--- src/irq_pkg.sv ---
// Package irq_pkg: line count, ID width, ID and line-vector types, FIFO status and event structs
package irq_pkg;

    // Number of interrupt lines; the ID width follows from it
    localparam int NUM_IRQ = 8;
    localparam int ID_W    = 3;

    // Interrupt ID, 0 to NUM_IRQ-1
    typedef logic [ID_W-1:0] irq_id_t;

    // One bit per interrupt line
    typedef logic [NUM_IRQ-1:0] irq_vec_t;

    // ID FIFO status, level covers depths up to 15
    typedef struct packed {
        logic       empty;
        logic       full;
        logic [3:0] level;
    } fifo_status_t;

    // Output side of the controller
    typedef struct packed {
        logic    active;     // Drives irq_out
        irq_id_t id;         // Presented ID
        logic    timed_out;  // One-cycle pulse on ack timeout
    } irq_event_t;

endpackage

--- src/irq_pending.sv ---
// Module irq_pending: input synchronizer, rising-edge detect, pending bits, lowest-line select
`timescale 1ns/1ps

module irq_pending (
    input  logic                  clk,
    input  logic                  rst_n,
    input  irq_pkg::irq_vec_t     irq_in,
    input  irq_pkg::fifo_status_t fifo_status,
    output logic                  wr_en,
    output irq_pkg::irq_id_t      wr_id
);

    // Two synchronizer stages and the delayed level used for edge detection
    irq_pkg::irq_vec_t sync_q1;
    irq_pkg::irq_vec_t sync_q2;
    irq_pkg::irq_vec_t level_q;
    irq_pkg::irq_vec_t rise;
    irq_pkg::irq_vec_t pending;
    irq_pkg::irq_vec_t clr_mask;

    always_ff @(posedge clk or negedge rst_n) begin
        if (!rst_n) begin
            sync_q1 <= '0;
            sync_q2 <= '0;
            level_q <= '0;
        end else begin
            sync_q1 <= irq_in;
            sync_q2 <= sync_q1;
            level_q <= sync_q2;
        end
    end

    assign rise = sync_q2 & ~level_q;

    // Lowest set pending bit wins
    always_comb begin
        wr_id = '0;
        for (int i = irq_pkg::NUM_IRQ - 1; i >= 0; i--) begin
            if (pending[i]) begin
                wr_id = irq_pkg::irq_id_t'(i);
            end
        end
    end

    // Full FIFO holds requests back in the pending bits
    assign wr_en = (|pending) && !fifo_status.full;

    always_comb begin
        clr_mask = '0;
        if (wr_en) begin
            clr_mask[wr_id] = 1'b1;
        end
    end

    // Repeated edges merge into one bit; a new edge on the
    // bit being enqueued keeps it set
    always_ff @(posedge clk or negedge rst_n) begin
        if (!rst_n) begin
            pending <= '0;
        end else begin
            pending <= (pending & ~clr_mask) | rise;
        end
    end

endmodule

--- src/irq_id_fifo.sv ---
// Module irq_id_fifo: circular interrupt ID queue with head/tail pointers and status
`timescale 1ns/1ps

module irq_id_fifo #(
    parameter int DEPTH = 4
) (
    input  logic                  clk,
    input  logic                  rst_n,
    input  logic                  wr_en,
    input  irq_pkg::irq_id_t      wr_id,
    input  logic                  rd_en,
    output irq_pkg::irq_id_t      rd_id,
    output irq_pkg::fifo_status_t status
);

    localparam int               PTR_W    = $clog2(DEPTH);
    localparam logic [PTR_W-1:0] LAST_PTR = PTR_W'(DEPTH - 1);
    localparam logic [3:0]       FULL_LVL = 4'(DEPTH);

    irq_pkg::irq_id_t mem [DEPTH];
    logic [PTR_W-1:0] head;
    logic [PTR_W-1:0] tail;
    logic [3:0]       level;

    // Pointer advance with wrap at the last entry
    function automatic logic [PTR_W-1:0] next_ptr(input logic [PTR_W-1:0] ptr);
        return (ptr == LAST_PTR) ? '0 : ptr + 1'b1;
    endfunction

    // Storage; the writer side already honors full
    always_ff @(posedge clk) begin
        if (wr_en) begin
            mem[tail] <= wr_id;
        end
    end

    always_ff @(posedge clk or negedge rst_n) begin
        if (!rst_n) begin
            head <= '0;
            tail <= '0;
        end else begin
            if (wr_en) begin
                tail <= next_ptr(tail);
            end
            if (rd_en) begin
                head <= next_ptr(head);
            end
        end
    end

    // Simultaneous write and read leave the level as is
    always_ff @(posedge clk or negedge rst_n) begin
        if (!rst_n) begin
            level <= '0;
        end else begin
            case ({wr_en, rd_en})
                2'b10:   level <= level + 4'd1;
                2'b01:   level <= level - 4'd1;
                default: level <= level;
            endcase
        end
    end

    // Head entry shown without a read cycle
    assign rd_id = mem[head];

    assign status.empty = (level == 4'd0);
    assign status.full  = (level == FULL_LVL);
    assign status.level = level;

endmodule

--- src/ack_timer.sv ---
// Module ack_timer: presentation cycle counter with expiry flag
`timescale 1ns/1ps

module ack_timer #(
    parameter int ACK_TIMEOUT = 12
) (
    input  logic clk,
    input  logic rst_n,
    input  logic run,
    output logic expired
);

    localparam int               CNT_W = $clog2(ACK_TIMEOUT);
    localparam logic [CNT_W-1:0] LIMIT = CNT_W'(ACK_TIMEOUT - 1);

    logic [CNT_W-1:0] count;

    // Clears whenever the FSM is not presenting
    always_ff @(posedge clk or negedge rst_n) begin
        if (!rst_n) begin
            count <= '0;
        end else if (!run) begin
            count <= '0;
        end else if (count != LIMIT) begin
            count <= count + 1'b1;
        end
    end

    // Last allowed cycle of the presentation
    assign expired = run && (count == LIMIT);

endmodule

--- src/irq_dispatch_fsm.sv ---
// Module irq_dispatch_fsm: pops IDs, presents them, handles ack and timeout
`timescale 1ns/1ps

module irq_dispatch_fsm (
    input  logic                  clk,
    input  logic                  rst_n,
    input  irq_pkg::fifo_status_t fifo_status,
    input  irq_pkg::irq_id_t      head_id,
    input  logic                  irq_ack,
    input  logic                  expired,
    output logic                  rd_en,
    output logic                  timer_run,
    output irq_pkg::irq_event_t   irq_event
);

    typedef enum logic [1:0] {
        IDLE    = 2'd0,
        PRESENT = 2'd1,
        RETIRE  = 2'd2
    } state_t;

    state_t state;

    // Pop only from IDLE
    assign rd_en     = (state == IDLE) && !fifo_status.empty;
    assign timer_run = (state == PRESENT);

    always_ff @(posedge clk or negedge rst_n) begin
        if (!rst_n) begin
            state     <= IDLE;
            irq_event <= '0;
        end else begin
            case (state)
                IDLE: begin
                    if (rd_en) begin
                        // Output rises on the popping edge with the head ID
                        state               <= PRESENT;
                        irq_event.active    <= 1'b1;
                        irq_event.id        <= head_id;
                        irq_event.timed_out <= 1'b0;
                    end
                end
                PRESENT: begin
                    // Ack wins over a timeout in the same cycle
                    if (irq_ack) begin
                        state            <= RETIRE;
                        irq_event.active <= 1'b0;
                    end else if (expired) begin
                        state               <= RETIRE;
                        irq_event.active    <= 1'b0;
                        irq_event.timed_out <= 1'b1;
                    end
                end
                RETIRE: begin
                    // Gap cycle, ID stays visible during the timeout pulse
                    state               <= IDLE;
                    irq_event.timed_out <= 1'b0;
                end
                default: begin
                    state     <= IDLE;
                    irq_event <= '0;
                end
            endcase
        end
    end

endmodule

--- src/irq_fifo_ctrl.sv ---
// Module irq_fifo_ctrl: queued interrupt controller top with capture, ID FIFO, ack timer and FSM
`timescale 1ns/1ps

module irq_fifo_ctrl #(
    parameter int DEPTH       = 4,
    parameter int ACK_TIMEOUT = 12
) (
    input  logic                  clk,
    input  logic                  rst_n,
    input  irq_pkg::irq_vec_t     irq_in,
    input  logic                  irq_ack,
    output logic                  irq_out,
    output irq_pkg::irq_id_t      irq_id,
    output logic                  irq_timeout,
    output irq_pkg::fifo_status_t irq_status
);

    // Capture to queue
    logic                  wr_en;
    irq_pkg::irq_id_t      wr_id;

    // Queue to dispatch
    logic                  rd_en;
    irq_pkg::irq_id_t      head_id;
    irq_pkg::fifo_status_t fifo_status;

    // Dispatch to timer and outputs
    logic                  timer_run;
    logic                  expired;
    irq_pkg::irq_event_t   irq_event;

    irq_pending u_pending (
        .clk         (clk),
        .rst_n       (rst_n),
        .irq_in      (irq_in),
        .fifo_status (fifo_status),
        .wr_en       (wr_en),
        .wr_id       (wr_id)
    );

    irq_id_fifo #(
        .DEPTH (DEPTH)
    ) u_fifo (
        .clk    (clk),
        .rst_n  (rst_n),
        .wr_en  (wr_en),
        .wr_id  (wr_id),
        .rd_en  (rd_en),
        .rd_id  (head_id),
        .status (fifo_status)
    );

    ack_timer #(
        .ACK_TIMEOUT (ACK_TIMEOUT)
    ) u_timer (
        .clk     (clk),
        .rst_n   (rst_n),
        .run     (timer_run),
        .expired (expired)
    );

    irq_dispatch_fsm u_dispatch (
        .clk         (clk),
        .rst_n       (rst_n),
        .fifo_status (fifo_status),
        .head_id     (head_id),
        .irq_ack     (irq_ack),
        .expired     (expired),
        .rd_en       (rd_en),
        .timer_run   (timer_run),
        .irq_event   (irq_event)
    );

    assign irq_out     = irq_event.active;
    assign irq_id      = irq_event.id;
    assign irq_timeout = irq_event.timed_out;
    assign irq_status  = fifo_status;

endmodule

--- config.mk ---
export PLATFORM = sky130hd
export DESIGN_NAME = irq_fifo_ctrl
export DESIGN_NICKNAME = d
export VERILOG_FILES = /design/src/irq_pkg.sv /design/src/irq_pending.sv /design/src/irq_id_fifo.sv /design/src/ack_timer.sv /design/src/irq_dispatch_fsm.sv /design/src/irq_fifo_ctrl.sv
export SDC_FILE = /design/constraint.sdc
export NUM_CORES = 1
export LEC_CHECK = 0
export CORE_UTILIZATION = 45
export CTS_BUF_LIST = sky130_fd_sc_hd__clkbuf_2
export CTS_CLUSTER_SIZE = 12
export DETAILED_ROUTE_END_ITERATION = 6
export DONT_BUFFER_PORTS = 1
export GPL_TIMING_DRIVEN = 1
export PLACE_DENSITY = 0.57
export SLEW_MARGIN = 25
export SYNTH_ARGS = -nofsm -noshare
export SYNTH_HDL_FRONTEND = slang
export SYNTH_HIERARCHICAL = 1
export SYNTH_SLANG_ARGS = --single-unit
export TNS_END_PERCENT = 20
--- constraint.sdc ---
create_clock -name clk -period 3.31 [get_ports clk]
set_input_delay 0.1655 -clock clk [delete_from_list [all_inputs] [get_ports clk]]
set_output_delay 0.1655 -clock clk [all_outputs]
set_load 0.05 [all_outputs]
* After elaboration in Yosys (flattened, before gate mapping) *
Memory sizes are Yosys's and may differ from the RTL's.
Index checks and enable logic that the tools add are counted.

word-level totals
  memories kept = 1
  word-level logic and storage cells = 86
  RAM bits = 12
  output and inout bits = 11
  input port bits = 11
  register bits = 51

cells by class
  reduce and logical (&&, ||, !) cells = 15
  bitwise operators = 7
  order comparisons = 2
  muxes and demuxes = 30
  $add $sub $neg = 5
  eq/ne operators = 14

memory list
  memory      depth  bits a word  read ports  clocked after memory_dff  wr ports  line               RTL
  u_fifo.mem  4      3            1           0                         1         irq_id_fifo.sv:20  irq_pkg::irq_id_t mem [DEPTH];

operators by type and width
  cell                 number
  $mux 3               8
  $and 8x8->8          2
  $not 8->8            2
  $mux 2               5
  $add 4x1->4 const B  2
  $eq 2x2->1 const B   4
  $mux 4               2
  $mux 8               1
  $ne 2x2->1 const B   4
  $or 8x8->8           1
  $pmux 4 s2           1
  $reduce_or 8->1      1
  $mux 1               7
  $pmux 3 s2           1
  $reduce_and 3->1     2
  $mux 5               1
  $add 2x1->2 const B  2
  $eq 2x1->1 const B   2
  $eq 4x3->1 const B   1
  $eq 4x4->1 const B   1
  $logic_and 1x1->1    4
  $logic_not 4->1      1
  $lt 3x4->1 const B   1
  $ne 4x4->1 const B   1
  13 further kinds     16

* Depth between registers and ports, before layout *
  depth in word-level cells = 16
  depth in mapped cells = 10
  mapped depth without buffers = 10

* Hierarchy *
The synthesis kept the hierarchy.

by module, submodules not included
  module            cells an instance  instances  sequential area each (µm²)  area an instance (µm²)
  irq_pending       75                 1          800.8                       1043.5
  irq_id_fifo       62                 1          560.5                       947.2
  irq_dispatch_fsm  35                 1          175.2                       404.1
  ack_timer         20                 1          100.1                       212.7

* Worst setup path after synthesis *
No wires, ideal clock.

  path type = reg2reg
  from = register u_fifo.level[2]
  to = register u_fifo.level[2]
  cell stages (with the launch flop) = 11
  buffers on the path = 0
  required time = 3163 ps
  arrival = 4194 ps
  path slack = -1031 ps
  library setup time = 147 ps
  clock period less this slack = 4341 ps
  cells stage by stage = dfrtp_1 -> nor4b_1 -> a21oi_1 -> inv_1 -> ha_1 -> xor2_1 -> ha_1 -> a21oi_1 -> xor2_1 -> nor2_1 -> xor2_1

RTL lines
  what                      line               RTL
  start: declaration        irq_id_fifo.sv:23  logic [3:0] level;
  start signal: assignment  irq_id_fifo.sv:57  2'b10: level <= level + 4'd1;
  start signal: assignment  irq_id_fifo.sv:58  2'b01: level <= level - 4'd1;
  start signal: assignment  irq_id_fifo.sv:59  default: level <= level;

* Final worst setup path *
  from = register u_dispatch.state[1]
  to = register u_fifo.level[2]

on the way
  longest elaborated chain between the ends = 4
  elaborated cells on any way between the ends = 6
  those cells by class = eq/ne: 2; mux: 1; reduce/logical: 3

RTL lines
  what                                             line                    RTL
  start: declaration                               irq_dispatch_fsm.sv:22  state_t state;
  start signal: assignment                         irq_dispatch_fsm.sv:30  state <= IDLE;
  start signal: assignment                         irq_dispatch_fsm.sv:37  state <= PRESENT;
  start signal: assignment                         irq_dispatch_fsm.sv:46  state <= RETIRE;
  $logic_not 2->1 (*)                              irq_dispatch_fsm.sv:25  assign rd_en = (state == IDLE) && !fifo_status.empty;
  $logic_and 1x1->1 (*)                            irq_dispatch_fsm.sv:25
  named net rd_en                                  irq_fifo_ctrl.sv:23     logic rd_en;
  $eq 2x1->1 or $eq 2x2->1 (tied branches)         irq_id_fifo.sv:56       case ({wr_en, rd_en})
  $pmux 4 s2 or $reduce_bool 2->1 (tied branches)  n/a

The timed path passes the listed nets; every way through them passes the cells marked *.
A chain may end at the register's enable or synchronous reset.

==> metrics.md <==
| Metric | Value |
|---|---|
| Status | complete, no violations |
| PD cells | 858.8 mW/mm^2 |
| Post-CTS Setup Bufs | 0 |
| CTS Buf Count | 9 |
| Clock power frac | 13.5% |
| Die Y | 78.12 microns |
| Gr usage total | 16.04% |
| Register area share after synthesis | 62.76% |
| Vias | 1536 |
| Setup TNS | 0 ns |
| Leakage power | 1.325 nW |
| Capturing element type of the critical path | flop |
| Fmax achieved | 394.3 MHz |
| Non-Filler Cell Area, Final | 0.002974 sq mm |
| Period Utilization, post-route | 76.62% |
| Mapped Cells | 192 |
| Synth Flop Type | dfrtp_1 |
| PortBufs | 0 |
| Average size of a mapped cell | 13.58 sq um |
| DIE WIDTH | 78.12 microns |
| # diodes | 0 |
| Worst slew margin | 63.50% |
| Area after DPL | 0.002773 sq mm |
| CP startpoint kind | flop |
| Total wire length | 4132 microns |
| Final GP Congestion | 0.7577 |
| Syn Nets | 217 |
| Pre-antenna DRT Iters | 4 |
| Most frequent cells in the layout | 51 x dfrtp_1, 14 x ha_1, 13 x clkbuf_2 |
| Vias per cell | 5.189 |
| Reg clk slew, reported paths | 0.17 ns |
| Pins Over Slew Limit | 0 |
| Clock Root Buffer | clkbuf_2 |
| Crit path time final | 2.536 ns |
| Row count | 27 |
| Synth Register Bits | 63 |
| Clock sinks | 63 |
| Unrepaired setup endpoints after global routing | false |
| Die area | 0.006103 sq mm |
| Number of synthesized flops with an enable pin | 12 |
| Cell internal pwr | 1.546 mW |
| Flop pwr share | 49.7% |
| Final Hold Fails | 0 |
| Dpl ws | 0.7960 ns |
| Synth area leaders | dfrtp_1 49%, edfxtp_1 14%, ha_1 6.7% |
| Drt initial violations | 48 |
| H-tree levels | 3 |
| Biggest area consumer among synthesized cells | dfrtp_1 |
| Routed len/inst | 13.96 microns |
| Final setup margin | 0.7740 ns |
| Worst Setup SP | u_dispatch/state[1] |
| Synth warnings | 6 |
| DP HPWL | 2886 microns |
| Clock Latency Late Sink | 0.47 ns |
| Hold_sp | irq_ack |
| Final nets | 245 |
| R2r startpoint | u_dispatch/state[1] |
| Ports | 22 |
| Clock Skew | 0.03597 ns |
| Filler cell count | 486 |
| Logic pwr share | 36.8% |
| VDD IR-drop max | 0.3979 mV |
| Multi-input gate area | 955.9 sq um |
| NetSw | 1.008 mW |
| Commonest non-fill, non-tap cell in the layout | dfrtp_1 |
| Post-CTS Hold Buffers | 11 |
| Core Region | 0.005540 sq mm |
| Congestion Overflow GR | 0 |
| Hold WS | 0.06075 ns |
| Global-route wire length before repair | 7238 microns |
| Synthesized cell area | 0.002608 sq mm |
| Vias in the first global route | 1601 |
| Post-route ant nets | 0 |
| Crit path kind | reg -> reg |
| Post-CTS sizing | 0 |
| Flop2flop setup slack | 0.77 ns |
| CP arrival | 2.91 ns |
| Initial core utilization | 47.06% |
| Worst-Margin Slew | 0.5443 ns |
| Yosys cell types | 42 |
| # DRC | 0 |
| HP Class | in -> reg |
| Register area | 0.001637 sq mm |
| Antenna violations before repair | 0 |
| Finish-stage setup viols | 0 |
| Post-synth ARST share | 80.95% |
| Share of the synthesized area in the top cell type | 48.94% |
| Maximum number of pins on one net before global-route repair | 52 |
| CP max FO | 6 |
| Max-cap violations | 0 |
| Synth-to-Final Area Change | 14.06% |
| Sw Share | 39.46% |
| WP data required | 3.69 ns |
| Power, Total | 2.554 mW |
| Layout cells sized above 1 | 19.20% |
| CTS max path bufs | 2 |
| CTS tree | yes |
-- sequential cells by signal, indices dropped and copies added, names as in the netlist, 4 cells and up --
| signal | cells |
|---|---|
| u_fifo/mem | 12 |
| u_pending/level_q | 8 |
| u_pending/pending | 8 |
| u_pending/sync_q1 | 8 |
| u_pending/sync_q2 | 8 |
| u_dispatch/irq_event | 5 |
| u_fifo/level | 4 |
| u_timer/count | 4 |
-- cell families (layout without fill, tap and decap cells) --
group / count (synthesis) / after routing / share of synthesized area (%)
mux: 12 / 12 / 6.622
fa+ha+maj: 14 / 14 / 6.718
compound gates: 28 / 28 / 6.670
buf+inv: 12 / 44 / 1.727
flops: 63 / 63 / 62.76
xor+xnor: 5 / 5 / 1.679
simple gates: 58 / 58 / 13.82
-- Yosys cell counts (2+ instances only) --
master,instances
a21oi_1,6
a31oi_1,2
and2_1,5
and2b_1,2
dfrtp_1,51
edfxtp_1,12
ha_1,14
inv_1,12
mux2_2,4
mux2_4,2
mux2i_1,3
mux4_2,3
nand2_1,11
nand2b_1,3
nand3_1,3
nor2_1,7
nor2b_1,8
nor3_1,2
nor3_2,2
nor4_1,2
o21ai_0,7
o21ai_1,6
or3_1,3
xor2_1,4
-- routing by layer --
metal | track usage (%) | wire length, microns | vias up | share of wire [%]
li1 | - | - | 732 | -
met1 | 18.91 | 1815 | 765 | 44
met2 | 26.32 | 2053 | 29 | 50
met3 | 4.302 | 176 | 10 | 4.3
met4 | 9.444 | 86 | 0 | 2.1
met5 | 0 | 0 | - | 0
-- path summary, 6_finish.rpt --
kind / cells after the start / endpoint
hold reg to reg: 0 / u_pending/sync_q2[2]
hold / removal: 3 / u_dispatch/irq_event[0]
setup / recovery: 10 / u_fifo/level[2]
max in group asynchronous: 2 / u_pending/sync_q2[0]
setup reg to reg: 10 / u_fifo/level[2]
min in group asynchronous: 2 / u_dispatch/irq_event[4]
-- stage by stage --
stage | cells | utilization, %
finish | 296 | 53.68
global route | 296 | 53.68
CTS | 296 | 53.68
detailed placement | 270 | 50.05
global placement | 270 | 50.05
floorplan | 192 | -
-- layout make-up --
| type | count | area share [%] |
|---|---|---|
| sequential | 63 | 55.03 |
| multi-input combinational | 117 | 32.14 |
| timing repair buffer | 17 | 5.806 |
| tap | 72 | 3.029 |
| clock buffer | 13 | 2.188 |
| inverter | 12 | 1.515 |
| clock inverter | 2 | 0.2945 |
-- power groups by stage --
| stage | registers (mW) | clock network, mW | logic (mW) |
|---|---|---|---|
| 6_report | 1.27 | 0.344 | 0.941 |
| 5_1_grt | 1.30 | 0.399 | 1.04 |
| 4_1_cts | 1.27 | 0.363 | 0.954 |
| 3_5_place_dp | 1.29 | 0 | 0.924 |
| 3_3_place_gp | 1.28 | 0 | 0.894 |
| 2_1_floorplan | 1.35 | 0 | 0.633 |
-- critical path: stages (launching register included) --
cell and delay [ns]:
dfrtp_1 0.44, inv_1 0.13, ha_1 0.28, nor2b_1 0.44, ha_1 0.37, xor2_1 0.10, ha_1 0.19, a21oi_1 0.15
xor2_1 0.16, nor2_1 0.06, xor2_1 0.14
(Power assumes the default switching activity.)
